==> src/hw/lpif_pkg.sv <==
/*
  LPIF link layer shared definitions
  Field types of the user channel, marker width and the fixed bit
  positions of strobe, marker and payload in each PHY channel word
*/

package lpif_pkg;

  //////////////////////////////////////////////////
  // User channel field types

  // Link state field
  typedef logic [3:0] state_t;
  // Protocol id
  typedef logic [7:0] protid_t;
  // CRC field of the flit
  typedef logic [15:0] crc_t;
  // Programmable delays of the sync counters
  typedef logic [15:0] delay_t;

  //////////////////////////////////////////////////
  // PHY word layout

  // Marker user bits over both channels, half per channel
  localparam int MARKER_W = 4;
  typedef logic [MARKER_W-1:0] marker_t;

  // Strobe in bit 0 of every PHY word
  localparam int STB_POS = 0;
  // Markers right above the strobe
  localparam int MRK_POS = 1;
  // Payload half starts after the per-channel markers
  localparam int PAYLOAD_POS = MRK_POS + MARKER_W / 2;

  // Non-data flit bits
  // 31 field bits (state, protid, dvalid, crc, crc_valid, valid)
  // plus one spare MSB so that the flit splits evenly
  localparam int FIXED_FLIT_W = 32;

endpackage

==> src/hw/lpif_link_if.sv <==
/*
  Link control interface
  Delayed online levels and the automatic strobe and marker user bits,
  driven by the auto-sync block and consumed by the PHY block
*/

`timescale 1ns/1ns

interface lpif_link_if import lpif_pkg::*; ();

  // Online levels after the sync delays
  logic    tx_online_delay;
  logic    rx_online_delay;

  // Gated user bits for the PHY words
  marker_t auto_mrk;
  logic    auto_stb;

  // Sync side drives everything
  modport sync (
    output tx_online_delay,
    output rx_online_delay,
    output auto_mrk,
    output auto_stb
  );

  // PHY side only listens
  modport phy (
    input tx_online_delay,
    input rx_online_delay,
    input auto_mrk,
    input auto_stb
  );

endinterface

==> src/hw/lpif_auto_sync.sv <==
/*
  Link auto-sync
  Holds off tx and rx after an online request by programmable delays,
  then enables strobe insertion after a further delay. Marker and
  strobe user bits are driven persistently while enabled
*/

`timescale 1ns/1ns

module lpif_auto_sync import lpif_pkg::*; (
  input  logic    clk_wr,
  input  logic    rst,

  // Online requests
  input  logic    tx_online,
  input  logic    rx_online,

  // Delay configuration
  input  delay_t  delay_x_value,
  input  delay_t  delay_y_value,
  input  delay_t  delay_z_value,

  // Configured user bits
  input  marker_t tx_mrk_userbit,
  input  logic    tx_stb_userbit,

  lpif_link_if.sync link
);

  // One counter lane per delayed level
  localparam int N_LANE  = 3;
  localparam int LN_RX   = 0;
  localparam int LN_TX   = 1;
  localparam int LN_STB  = 2;

  logic [N_LANE-1:0]   lane_in;
  delay_t [N_LANE-1:0] lane_dly;
  delay_t [N_LANE-1:0] cnt_q;
  logic [N_LANE-1:0]   lvl_q;

  //////////////////////////////////////////////////
  // Lane inputs

  always_comb begin
    // rx uses delay x, tx uses delay y
    lane_in[LN_RX]   = rx_online;
    lane_dly[LN_RX]  = delay_x_value;
    lane_in[LN_TX]   = tx_online;
    lane_dly[LN_TX]  = delay_y_value;
    // Strobe timer runs behind delayed tx and drops with tx_online
    lane_in[LN_STB]  = tx_online & lvl_q[LN_TX];
    lane_dly[LN_STB] = delay_z_value;
  end

  //////////////////////////////////////////////////
  // Delay counters

  always_ff @(posedge clk_wr) begin
    if (rst) begin
      cnt_q <= '0;
      lvl_q <= '0;
    end else begin
      for (int i = 0; i < N_LANE; i++) begin
        if (!lane_in[i]) begin
          // Input dropped, restart
          cnt_q[i] <= '0;
          lvl_q[i] <= 1'b0;
        end else if (cnt_q[i] >= lane_dly[i]) begin
          // Saturated, level goes up next cycle
          lvl_q[i] <= 1'b1;
        end else begin
          cnt_q[i] <= cnt_q[i] + 1'b1;
        end
      end
    end
  end

  //////////////////////////////////////////////////
  // Link outputs

  assign link.tx_online_delay = lvl_q[LN_TX];
  assign link.rx_online_delay = lvl_q[LN_RX];

  // Persistent strobe once the z timer expires
  assign link.auto_stb = lvl_q[LN_STB] & tx_stb_userbit;
  // Markers follow delayed tx online
  assign link.auto_mrk = lvl_q[LN_TX] ? tx_mrk_userbit : '0;

endmodule

==> src/hw/lpif_flit_pack.sv <==
/*
  Flit pack and unpack
  Packs the downstream user fields into one tx flit and splits the
  received flit into upstream fields. CRC is suppressed in gen1 mode
*/

`timescale 1ns/1ns

module lpif_flit_pack import lpif_pkg::*; #(
  parameter  int DATA_W = 64,
  localparam int FLIT_W = DATA_W + FIXED_FLIT_W
) (
  // Gen2 carries CRC, gen1 does not
  input  logic              m_gen2_mode,

  // Downstream channel
  input  state_t            dstrm_state,
  input  protid_t           dstrm_protid,
  input  logic [DATA_W-1:0] dstrm_data,
  input  logic              dstrm_dvalid,
  input  crc_t              dstrm_crc,
  input  logic              dstrm_crc_valid,
  input  logic              dstrm_valid,

  // Flits to and from the PHY block
  output logic [FLIT_W-1:0] tx_flit,
  input  logic [FLIT_W-1:0] rx_flit,

  // Upstream channel
  output state_t            ustrm_state,
  output protid_t           ustrm_protid,
  output logic [DATA_W-1:0] ustrm_data,
  output logic              ustrm_dvalid,
  output crc_t              ustrm_crc,
  output logic              ustrm_crc_valid,
  output logic              ustrm_valid
);

  crc_t rx_crc;
  logic rx_crc_valid;

  //////////////////////////////////////////////////
  // Transmit packing

  // LSB first: valid, crc_valid, crc, dvalid, data, protid, state
  // Top bit is spare and always zero
  assign tx_flit = {1'b0, dstrm_state, dstrm_protid, dstrm_data, dstrm_dvalid,
                    m_gen2_mode ? dstrm_crc : crc_t'(0),
                    m_gen2_mode & dstrm_crc_valid,
                    dstrm_valid};

  //////////////////////////////////////////////////
  // Receive unpacking

  assign {ustrm_state, ustrm_protid, ustrm_data, ustrm_dvalid,
          rx_crc, rx_crc_valid, ustrm_valid} = rx_flit[FLIT_W-2:0];

  // No CRC upstream in gen1
  assign ustrm_crc       = m_gen2_mode ? rx_crc : crc_t'(0);
  assign ustrm_crc_valid = m_gen2_mode & rx_crc_valid;

endmodule

==> src/hw/lpif_link_top.sv <==
/*
  LPIF link top
  Auto-sync, flit pack and PHY concat tied together behind plain ports
*/

`timescale 1ns/1ns

module lpif_link_top import lpif_pkg::*; #(
  parameter  int DATA_W = 64,
  localparam int FLIT_W = DATA_W + FIXED_FLIT_W,
  localparam int PHY_W  = FLIT_W / 2 + PAYLOAD_POS
) (
  input  logic              clk_wr,
  input  logic              rst,

  // Online requests
  input  logic              tx_online,
  input  logic              rx_online,

  // PHY channels
  output logic [PHY_W-1:0]  tx_phy0,
  input  logic [PHY_W-1:0]  rx_phy0,
  output logic [PHY_W-1:0]  tx_phy1,
  input  logic [PHY_W-1:0]  rx_phy1,

  // Downstream channel
  input  state_t            dstrm_state,
  input  protid_t           dstrm_protid,
  input  logic [DATA_W-1:0] dstrm_data,
  input  logic              dstrm_dvalid,
  input  crc_t              dstrm_crc,
  input  logic              dstrm_crc_valid,
  input  logic              dstrm_valid,

  // Upstream channel
  output state_t            ustrm_state,
  output protid_t           ustrm_protid,
  output logic [DATA_W-1:0] ustrm_data,
  output logic              ustrm_dvalid,
  output crc_t              ustrm_crc,
  output logic              ustrm_crc_valid,
  output logic              ustrm_valid,

  output logic [31:0]       debug_status,

  // Configuration
  input  logic              m_gen2_mode,
  input  marker_t           tx_mrk_userbit,
  input  logic              tx_stb_userbit,
  input  delay_t            delay_x_value,
  input  delay_t            delay_y_value,
  input  delay_t            delay_z_value
);

  logic [FLIT_W-1:0] tx_flit;
  logic [FLIT_W-1:0] rx_flit;

  // Sync to PHY control
  lpif_link_if link_i ();

  //////////////////////////////////////////////////
  // Auto sync

  lpif_auto_sync auto_sync_i (
    .clk_wr         (clk_wr),
    .rst            (rst),
    .tx_online      (tx_online),
    .rx_online      (rx_online),
    .delay_x_value  (delay_x_value),
    .delay_y_value  (delay_y_value),
    .delay_z_value  (delay_z_value),
    .tx_mrk_userbit (tx_mrk_userbit),
    .tx_stb_userbit (tx_stb_userbit),
    .link           (link_i)
  );

  //////////////////////////////////////////////////
  // User side and PHY side

  lpif_flit_pack #(.DATA_W(DATA_W)) flit_pack_i (
    .m_gen2_mode     (m_gen2_mode),
    .dstrm_state     (dstrm_state),
    .dstrm_protid    (dstrm_protid),
    .dstrm_data      (dstrm_data),
    .dstrm_dvalid    (dstrm_dvalid),
    .dstrm_crc       (dstrm_crc),
    .dstrm_crc_valid (dstrm_crc_valid),
    .dstrm_valid     (dstrm_valid),
    .tx_flit         (tx_flit),
    .rx_flit         (rx_flit),
    .ustrm_state     (ustrm_state),
    .ustrm_protid    (ustrm_protid),
    .ustrm_data      (ustrm_data),
    .ustrm_dvalid    (ustrm_dvalid),
    .ustrm_crc       (ustrm_crc),
    .ustrm_crc_valid (ustrm_crc_valid),
    .ustrm_valid     (ustrm_valid)
  );

  lpif_phy_concat #(.DATA_W(DATA_W)) phy_concat_i (
    .clk_wr       (clk_wr),
    .rst          (rst),
    .link         (link_i),
    .tx_flit      (tx_flit),
    .rx_flit      (rx_flit),
    .tx_phy0      (tx_phy0),
    .tx_phy1      (tx_phy1),
    .rx_phy0      (rx_phy0),
    .rx_phy1      (rx_phy1),
    .debug_status (debug_status)
  );

endmodule

==> src/hw/lpif_phy_concat.sv <==
/*
  PHY concat
  Splits the tx flit over two registered PHY words with strobe and
  marker bits, reassembles the rx flit from two PHY words and keeps
  a small debug status with a received strobe count
*/

`timescale 1ns/1ns

module lpif_phy_concat import lpif_pkg::*; #(
  parameter  int DATA_W = 64,
  localparam int FLIT_W = DATA_W + FIXED_FLIT_W,
  localparam int HALF_W = FLIT_W / 2,
  localparam int PHY_W  = HALF_W + PAYLOAD_POS
) (
  input  logic              clk_wr,
  input  logic              rst,

  lpif_link_if.phy          link,

  // Flits from and to the pack block
  input  logic [FLIT_W-1:0] tx_flit,
  output logic [FLIT_W-1:0] rx_flit,

  // PHY channels
  output logic [PHY_W-1:0]  tx_phy0,
  output logic [PHY_W-1:0]  tx_phy1,
  input  logic [PHY_W-1:0]  rx_phy0,
  input  logic [PHY_W-1:0]  rx_phy1,

  output logic [31:0]       debug_status
);

  // Markers carried by each channel
  localparam int MRK_CH_W = MARKER_W / 2;

  logic        tx_lvl_q;
  logic        rx_lvl_q;
  logic [15:0] stb_cnt_q;

  // One PHY word from a flit half and its user bits
  function automatic logic [PHY_W-1:0] build_word(
    input logic [HALF_W-1:0]   half,
    input logic [MRK_CH_W-1:0] mrk,
    input logic                stb
  );
    logic [PHY_W-1:0] w;
    w = '0;
    w[STB_POS]                = stb;
    w[MRK_POS +: MRK_CH_W]    = mrk;
    w[PAYLOAD_POS +: HALF_W]  = half;
    return w;
  endfunction

  //////////////////////////////////////////////////
  // Transmit

  always_ff @(posedge clk_wr) begin
    if (rst || !link.tx_online_delay) begin
      // Idle words while tx is held off
      tx_phy0 <= '0;
      tx_phy1 <= '0;
    end else begin
      // Lower half and markers 1:0 on channel 0
      tx_phy0 <= build_word(tx_flit[0 +: HALF_W],
                            link.auto_mrk[0 +: MRK_CH_W], link.auto_stb);
      // Upper half and markers 3:2 on channel 1
      tx_phy1 <= build_word(tx_flit[HALF_W +: HALF_W],
                            link.auto_mrk[MRK_CH_W +: MRK_CH_W], link.auto_stb);
    end
  end

  //////////////////////////////////////////////////
  // Receive

  always_ff @(posedge clk_wr) begin
    if (rst || !link.rx_online_delay) begin
      rx_flit <= '0;
    end else begin
      // Drop user bits, keep the payload halves
      rx_flit <= {rx_phy1[PAYLOAD_POS +: HALF_W], rx_phy0[PAYLOAD_POS +: HALF_W]};
    end
  end

  //////////////////////////////////////////////////
  // Debug status

  always_ff @(posedge clk_wr) begin
    if (rst) begin
      tx_lvl_q  <= 1'b0;
      rx_lvl_q  <= 1'b0;
      stb_cnt_q <= '0;
    end else begin
      tx_lvl_q <= link.tx_online_delay;
      rx_lvl_q <= link.rx_online_delay;
      // Count received strobes, hold at max
      if (link.rx_online_delay && rx_phy0[STB_POS] && (stb_cnt_q != 16'hffff)) begin
        stb_cnt_q <= stb_cnt_q + 16'd1;
      end
    end
  end

  // Bit 19 tx level, bit 18 rx level, 15:0 strobe count
  assign debug_status = {12'h000, tx_lvl_q, rx_lvl_q, 2'b00, stb_cnt_q};

endmodule

==> config.mk <==
export PLATFORM = sky130hd
export DESIGN_NAME = lpif_link_top
export DESIGN_NICKNAME = d
export VERILOG_FILES = /design/src/hw/lpif_pkg.sv /design/src/hw/lpif_link_if.sv /design/src/hw/lpif_auto_sync.sv /design/src/hw/lpif_flit_pack.sv /design/src/hw/lpif_link_top.sv /design/src/hw/lpif_phy_concat.sv
export SDC_FILE = /design/constraint.sdc
export NUM_CORES = 1
export LEC_CHECK = 0
export ABC_AREA = 1
export ABC_CLOCK_PERIOD_IN_PS = 1700
export BUFFER_PORTS_ARGS = -buffer_cell sky130_fd_sc_hd__buf_4
export CAP_MARGIN = 20
export CORE_AREA = 2 2 188 190
export DETAILED_ROUTE_END_ITERATION = 6
export DIE_AREA = 0 0 190 192
export GPL_TIMING_DRIVEN = 0
export PLACE_DENSITY = 0.68
export SLEW_MARGIN = 0
export SYNTH_ARGS = -nofsm -noshare
export SYNTH_HDL_FRONTEND = slang
export SYNTH_SLANG_ARGS = --single-unit
==> constraint.sdc <==
create_clock -name clk_wr -period 1.7 [get_ports clk_wr]
set_input_delay 0.255 -clock clk_wr [delete_from_list [all_inputs] [get_ports clk_wr]]
set_output_delay 0.255 -clock clk_wr [all_outputs]
set_load 0.02 [all_outputs]
==> results of run 1 <==
worst min path at each step:
stage | end | slack (ps) | cells after the start
2_1_floorplan | phy_concat_i.stb_cnt_q[15] | 320 | 1
3_3_place_gp | auto_sync_i.lvl_q[2] | 440 | 2
3_5_place_dp | auto_sync_i.lvl_q[2] | 450 | 2
4_1_cts | auto_sync_i.cnt_q[3] | 150 | 3
5_1_grt | auto_sync_i.cnt_q[31] | 140 | 3
6_report | auto_sync_i.cnt_q[17] | 150 | 3
cells by family after synthesis:
family	after synthesis	synth area share, %
AO/OA/AOI/OAI	90	4.20
other	1	0.0325
XOR/XNOR	31	2.36
AND/OR/NAND/NOR	658	23.3
flip-flops	264	45.8
adder cells (fa/ha/maj)	52	5.64
buffers and inverters	462	18.6
synthesized netlist by cell type, types with 2 or more instances:
master      n  area, sq um
buf_2      11         55.1
nand2_2     6         37.5
inv_2       2         7.51
a21oi_1    69          345
nor2_2      3         18.8
nand3_1    79          395
buf_1       6         22.5
xnor2_1     8         70.1
o21ai_1     3         15.0
ha_1       52          651
nor2_1    268         1010
buf_6       2         22.5
xor2_1     23          201
nor3_1      7         35.0
inv_1     329         1230
buf_4      98          736
a21oi_2     8         70.1
nand2_1   266          998
dfxtp_1   264         5290
o21ai_0     8         40.0
nand4_1    25          156
clkbuf_1   13         48.8
timing repair:
item                                    4_1_cts  5_1_grt
hold buffers                                196        0
endpoints found under the setup margin       79       72
setup buffers                                13       31
resized for setup                            60      210
endpoints found under the hold margin       199        0
cloned                                        1        6
pin swaps                                     9       59
power groups by stage:
stage | Sequential, mW | Clock [mW] | Combinational [mW]
final | 6.16 | 6.14 | 1.25
after global routing | 6.15 | 6.52 | 1.34
after CTS | 6.19 | 6.25 | 1.15
after detailed placement | 6.33 | 0 | 0.760
after global placement | 6.33 | 0 | 0.744
after floorplan | 6.33 | 0 | 0.263
per-stage QoR:
stage / util (%) / hold WS [ps] / setup slack [ps] / std cells
after global placement: 45.5 / 444 / -331 / 2488
final: 58.4 / 148 / -17.8 / 2789
after global routing: 58.4 / 143 / -118 / 2789
after floorplan: - / 324 / 6.39 / 1572
after CTS: 54.6 / 149 / 5.16 / 2750
after detailed placement: 45.5 / 452 / -358 / 2488
worst max-delay path: cells and delay by family, from the launching register on:
family	cells	cell delay, ps
AND/OR/NAND/NOR	7	610
flip-flops	1	380
buffers and inverters	3	250
adder cells (fa/ha/maj)	1	250
AO/OA/AOI/OAI	1	100
state kept, by name, indices dropped and copies added (netlist names):
name	count
auto_sync_i.cnt_q	48
auto_sync_i.lvl_q	3
phy_concat_i.rx_flit	95
phy_concat_i.rx_lvl_q	1
phy_concat_i.stb_cnt_q	16
phy_concat_i.tx_lvl_q	1
phy_concat_i.tx_phy0	50
phy_concat_i.tx_phy1	50
layout make-up:
type / count / area, sq um
timing repair buffer: 706 / 5900
sequential: 264 / 5410
inverter: 331 / 1250
antenna: 2 / 5.00
buffer: 130 / 943
clock inverter: 7 / 55.1
fill: 2746 / 14300
multi-input combinational: 848 / 5030
tap: 455 / 569
clock buffer: 46 / 871
per-layer routing:
layer / up-vias / part of all wire, % / wire [um] / GRT usage, %
li1: 6050 / - / - / -
met1: 5761 / 38 / 16900 / 24.8
met2: 512 / 49 / 21700 / 38.3
met3: 145 / 8.1 / 3610 / 5.99
met4: 0 / 5.7 / 2550 / 11.3
met5: - / 0 / 0 / 0
==> flow_metrics.env, run 1 <==
export IMPL_status="finished, violations left"
export IMPL_violations="setup timing"
export IMPL_cts_sinks=264
export IMPL_pwr_share_clk_pct=45.3
export IMPL_powerDensity_nw_per_um2=676
export IMPL_dp_final_hpwl_um=29500
export IMPL_syn_instance_count=1558
export IMPL_die_h_um=192
export IMPL_io_pins=484
export IMPL_crit_arrival_ps=2170
export IMPL_layout_common_cells="589 x buf_4, 325 x inv_1, 260 x nor2_1"
export IMPL_async_flop_share_pct=0
export IMPL_routed_wl_um=44800
export IMPL_antenna_found_initial=2
export IMPL_r2r_cells=12
export IMPL_die_x_um=190
export IMPL_slew_headroom_pct=57.0
export IMPL_first_pass_iters=7
export IMPL_cp_startpoint="auto_sync_i.cnt_q[37]"
export IMPL_vias_per_cell=4.47
export IMPL_worstPathMaxFanout=7
export IMPL_row_count=68
export IMPL_clkSlewWorstSetupHoldPaths_ps=60
export IMPL_syn2layout_area_growth_pct=73.8
export IMPL_drive_above_1_share_pct=37.2
export IMPL_cts_root_buf="clkbuf_16"
export IMPL_grt_util_all_layers_pct=22.1
export IMPL_reg2reg_slack_ps=-20
export IMPL_numPortBuffers=461
export IMPL_synth_ff_type="dfxtp_1"
export IMPL_cts_tree="yes"
export IMPL_grt_first_pass_wirelength_um=63800
export IMPL_setup_violations=3
export IMPL_fmax_mhz=582
export IMPL_vias=12500
export IMPL_p_switching_mw=3.10
export IMPL_die_area_sq_um=36500
export IMPL_start_kind="flop"
export IMPL_htreeDepth=1
export IMPL_cts_made_buffers=30
export IMPL_cp_required_ps=2160
export IMPL_timing_final_crit_period_ps=1720
export IMPL_swShare_pct=22.9
export IMPL_reg2reg_to="auto_sync_i.lvl_q[2]"
export IMPL_worst_slew_pin_slew_ps=645
export IMPL_slowest_stage="dfxtp_4"
export IMPL_synth_area_sq_um=11500
export IMPL_synth_avg_cell_area_sq_um=7.40
export IMPL_grt_overflow=0
export IMPL_crit_type="flop to flop"
export IMPL_ir_drop_mv=0.666
export IMPL_grt_pass1_vias=12200
export IMPL_drt_wirelength_per_cell_um=16.1
export IMPL_timing_final_crit_share_pct=101
export IMPL_clockBufferDepth=3
export IMPL_core_sq_um=34300
export IMPL_drtAntennaViolNets=0
export IMPL_tns_ps=-33.1
export IMPL_nNetsFinal=2618
export IMPL_hold_violations=0
export IMPL_clk_latency_ps=570
export IMPL_synth_cell_type_count=30
export IMPL_layout_commonest_cell="buf_4"
export IMPL_reg2reg_from="auto_sync_i.cnt_q[37]"
export IMPL_fin_area_sq_um=20000
export IMPL_gp_congestion=0.868
export IMPL_rsz0062_at_grt="true"
export IMPL_min_from="tx_online"
export IMPL_max_stage_delay_ps=380
export IMPL_synth_seq_cells=264
export IMPL_worstPathCellList="ha_4 > nand2_1 > inv_1 > nand2_1 > nor2_1 > nor2_1 > nand2_1 > nand2_4 > nand2_8 > clkbuf_16 > o21ai_2 > inv_1"
export IMPL_end_kind="flop"
export IMPL_synth_edf_count=0
export IMPL_initial_core_util_pct=33.6
export IMPL_seq_area_frac_synth_pct=45.8
export IMPL_yosys_warnings=0
export IMPL_drt_first_iter_violations=537
export IMPL_combPwrFrac_pct=9.2
export IMPL_min_path_type="input pin to flop"
export IMPL_setup_slack_ps=-17.8
export IMPL_p_total_mw=13.5
export IMPL_power_frac_seq_pct=45.5
export IMPL_dpl_cell_area_sq_um=15600
export IMPL_grt_max_degree=17
export IMPL_drc=0
export IMPL_cpMostUsedCell="nand2_1"
export IMPL_clock_skew_ps=11.6
export IMPL_maxSlewViolCount=0
export IMPL_p_int_mw=10.4
export IMPL_leakagePower_nw=10.4
export IMPL_maxCapViolCount=0
export IMPL_critPathCapture="auto_sync_i.lvl_q[2]"
(Power assumes the default switching activity.)
==> run 2, diff against run 1 <==
ABC_AREA = default   (was 1)
CORE_AREA = 2 2 190 192   (was 2 2 188 190)
DIE_AREA = 0 0 192 194   (was 0 0 190 192)
PLACE_DENSITY = 0.63   (was 0.68)
==> run 2 against run 1 <==
  * The flow still finishes with violations (setup timing)
  * Die area rose by 2.1%
  * Hold slack got worse by 24 ps
  * Non-clock buffer count rose by 8
  * Clock skew rose by 10 ps
  * First-iteration DRC count fell by 32%
  * Utilization fell by 4.3 points
  * Combinational power fell by 9.6%
  * Area after synthesis fell by 9.5%
  * Critical path type unchanged
  * Critical endpoint is now auto_sync_i.cnt_q[29]
  * Largest cell class unchanged
==> flow_metrics.env, run 2 <==
export IMPL_die_x_um=192
export IMPL_worstPathMaxFanout=6
export IMPL_min_from="tx_online"
export IMPL_critPathTopFamily="compound AO/OA/AOI/OAI gates"
export IMPL_synth_seq_cells=264
export IMPL_cp_required_ps=2180
export IMPL_fin_cells=2313
export IMPL_vias=10200
export IMPL_worstPathCellList="ha_4 > a21o_1 > a21o_1 > a21o_1 > a2111o_1 > buf_8 > or3_4 > a21oi_2"
export IMPL_cts_tree="yes"
export IMPL_violations="setup timing"
export IMPL_synth_cell_type_count=51
export IMPL_multiInputGateArea_sq_um=4920
export IMPL_setup_slack_ps=-562
export IMPL_cts_sinks=264
export IMPL_die_h_um=194
export IMPL_worst_slew_pin_slew_ps=641
export IMPL_status="finished, violations left"
export IMPL_timing_final_crit_share_pct=133
export IMPL_maxSlewViolCount=0
export IMPL_synth_top_area_cell="dfxtp_1"
export IMPL_layout_commonest_cell="buf_4"
export IMPL_antenna_found_initial=7
export IMPL_clockBufferDepth=3
export IMPL_maxCapViolCount=0
export IMPL_initial_core_util_pct=29.6
export IMPL_async_flop_share_pct=0
export IMPL_reg2reg_from="auto_sync_i.cnt_q[29]"
export IMPL_drt_first_iter_violations=366
export IMPL_grt_overflow=0
export IMPL_p_switching_mw=3.05
export IMPL_powerDensity_nw_per_um2=741
export IMPL_dp_cells=2008
export IMPL_pwr_share_clk_pct=48.4
export IMPL_layout_common_cells="586 x buf_4, 220 x dfxtp_1, 198 x and2_1"
export IMPL_dpl_cell_area_sq_um=14900
export IMPL_crit_type="flop to flop"
export IMPL_ir_drop_mv=0.995
export IMPL_syn2layout_area_growth_pct=82.9
export IMPL_num_fill_cells=3017
export IMPL_cts_root_buf="clkbuf_16"
export IMPL_min_path_type="input pin to flop"
export IMPL_combPwrFrac_pct=8.0
export IMPL_top_register="phy_concat_i.rx_flit"
export IMPL_synth_top_area_share_pct=50.7
export IMPL_fin_area_sq_um=19100
export IMPL_row_count=69
export IMPL_vias_per_cell=4.42
export IMPL_syn_instance_count=1071
export IMPL_timing_final_crit_period_ps=2260
export IMPL_end_kind="flop"
export IMPL_slowest_stage="a2111o_1"
export IMPL_leakagePower_nw=8.93
export IMPL_hold_violations=0
export IMPL_numPortBuffers=462
export IMPL_crit_arrival_ps=2750
export IMPL_slew_headroom_pct=57.3
export IMPL_grt_max_degree=16
export IMPL_reg_top3="phy_concat_i.rx_flit (95), phy_concat_i.tx_phy0 (50), phy_concat_i.tx_phy1 (50)"
export IMPL_power_frac_seq_pct=43.6
export IMPL_drt_wirelength_per_cell_um=17.1
export IMPL_synth_most_common_cell="dfxtp_1"
export IMPL_dp_final_hpwl_um=27900
export IMPL_cts_made_buffers=31
export IMPL_drive_above_1_share_pct=45.0
export IMPL_first_pass_iters=6
export IMPL_yosys_warnings=0
export IMPL_cp_startpoint="auto_sync_i.cnt_q[29]"
export IMPL_synth_edf_count=0
export IMPL_synth_avg_cell_area_sq_um=9.74
export IMPL_die_area_sq_um=37200
export IMPL_p_int_mw=11.1
export IMPL_synthTopCellsByCount="264 x dfxtp_1, 199 x and2_1, 94 x buf_4"
export IMPL_crit_buf_inv=1
export IMPL_hold_slack_ps=124
export IMPL_io_pins=484
export IMPL_grt_pass1_vias=10400
export IMPL_max_stage_delay_ps=490
export IMPL_synth_area_sq_um=10400
export IMPL_cpMostUsedCell="a21o_1"
export IMPL_setup_violations=52
export IMPL_drc=0
export IMPL_seq_area_frac_synth_pct=50.7
export IMPL_clk_latency_ps=570
export IMPL_start_kind="flop"
export IMPL_clkSlewWorstSetupHoldPaths_ps=60
export IMPL_drtAntennaViolNets=0
export IMPL_htreeDepth=1
export IMPL_synth_ff_type="dfxtp_1"
export IMPL_nNetsFinal=2131
export IMPL_routed_wl_um=39500
export IMPL_swShare_pct=21.6
export IMPL_grt_first_pass_wirelength_um=57700
export IMPL_core_sq_um=35200
export IMPL_clock_skew_ps=21.7
export IMPL_rsz0062_at_grt="true"
export IMPL_fmax_mhz=442
export IMPL_seq_area_sq_um=5390
export IMPL_grt_util_all_layers_pct=19.9
export IMPL_gp_congestion=0.878
export IMPL_largest_reg_flops=95
export IMPL_yosys_top_cells_area="dfxtp_1 51%, and2_1 12%, buf_4 6.8%, ha_1 6.2%, a21oi_1 2.6%"
-- run 2: cell types whose count changed after synthesis, moves of 11 or more --
cell,delta
a21oi_1,-14
and2_1,+199
and3_1,+29
clkbuf_1,+20
inv_1,-273
nand2_1,-224
nand3_1,-57
nand4_1,-11
nor2_1,-231
o21ai_0,+17
o31ai_1,+17
or3_1,+17
or4_1,+17
xor2_1,-13
-- run 2: final cells by class --
cell class              instances  area share, %
repair buffers                707           31.0
flip-flops and latches        264           28.2
multi-input cells             627           25.8
plain buffers                 137           5.24
clock buffers                  48           4.82
well taps                     461           3.02
inverters                      56           1.10
clock inverters                10          0.695
diodes                          3         0.0393
-- run 2: cell families (layout without fill, tap and decap cells) --
logic type / after synthesis / in the layout / synth area share (%)
muxes: 4 / 4 / 0.384
AOI/OAI and AO/OA: 135 / 135 / 8.11
other: 1 / 18 / 0.0360
adders and majority gates: 52 / 52 / 6.24
xor gates and xnor gates: 16 / 16 / 1.34
and+or+nand+nor: 405 / 405 / 22.7
DFF: 264 / 264 / 50.7
buffers and inverters: 194 / 958 / 10.5
-- run 2: tightest hold or removal path, delay by kind of cell --
kind | cells | cell delay, ps
simple gates | 2 | 220
buf+inv | 1 | 120
mux | 1 | 50
-- run 2: metal layers --
| metal | wire (um) | GRT usage, % |
|---|---|---|
| met1 | 15100 | 22.1 |
| met2 | 20000 | 35.8 |
| met3 | 2580 | 5.14 |
| met4 | 1780 | 8.31 |
| met5 | 34 | 0 |
-- run 2: through the flow --
| stage | power (mW) | util [%] | setup slack, ps | TNS (ps) |
|---|---|---|---|---|
| after detailed placement | 7.00 | 42.2 | -699 | -81390 |
| after global routing | 14.7 | 54.2 | -645 | -24320 |
| after global placement | 6.99 | 42.2 | -639 | -76150 |
| after CTS | 14.3 | 52.8 | -570 | -20590 |
| after floorplan | 6.53 | - | -354 | -9770 |
| final | 14.1 | 54.2 | -562 | -20990 |
-- run 2: power by group through the flow --
stage | combinational (mW) | clock (mW) | sequential [mW]
detailed placement | 0.673 | 0 | 6.33
global route | 1.21 | 7.28 | 6.16
floorplan | 0.197 | 0 | 6.33
finish | 1.13 | 6.84 | 6.17
CTS | 1.09 | 7.00 | 6.18
global placement | 0.660 | 0 | 6.33
-- run 2: timing repair --
action,in CTS,in global routing
cloned,6,1
setup endpoints to repair,195,128
hold endpoints to repair,195,0
pin swaps,45,51
hold buffers,196,0
setup buffers,25,17
resized for setup,91,99
-- run 2: worst paths after layout --
kind,to,slack [ps],cells past startpoint
min,auto_sync_i.cnt_q[41],120,4
min reg2reg,auto_sync_i.cnt_q[41],470,2
max,auto_sync_i.cnt_q[29],-560,8
max reg2reg,auto_sync_i.cnt_q[29],-560,8
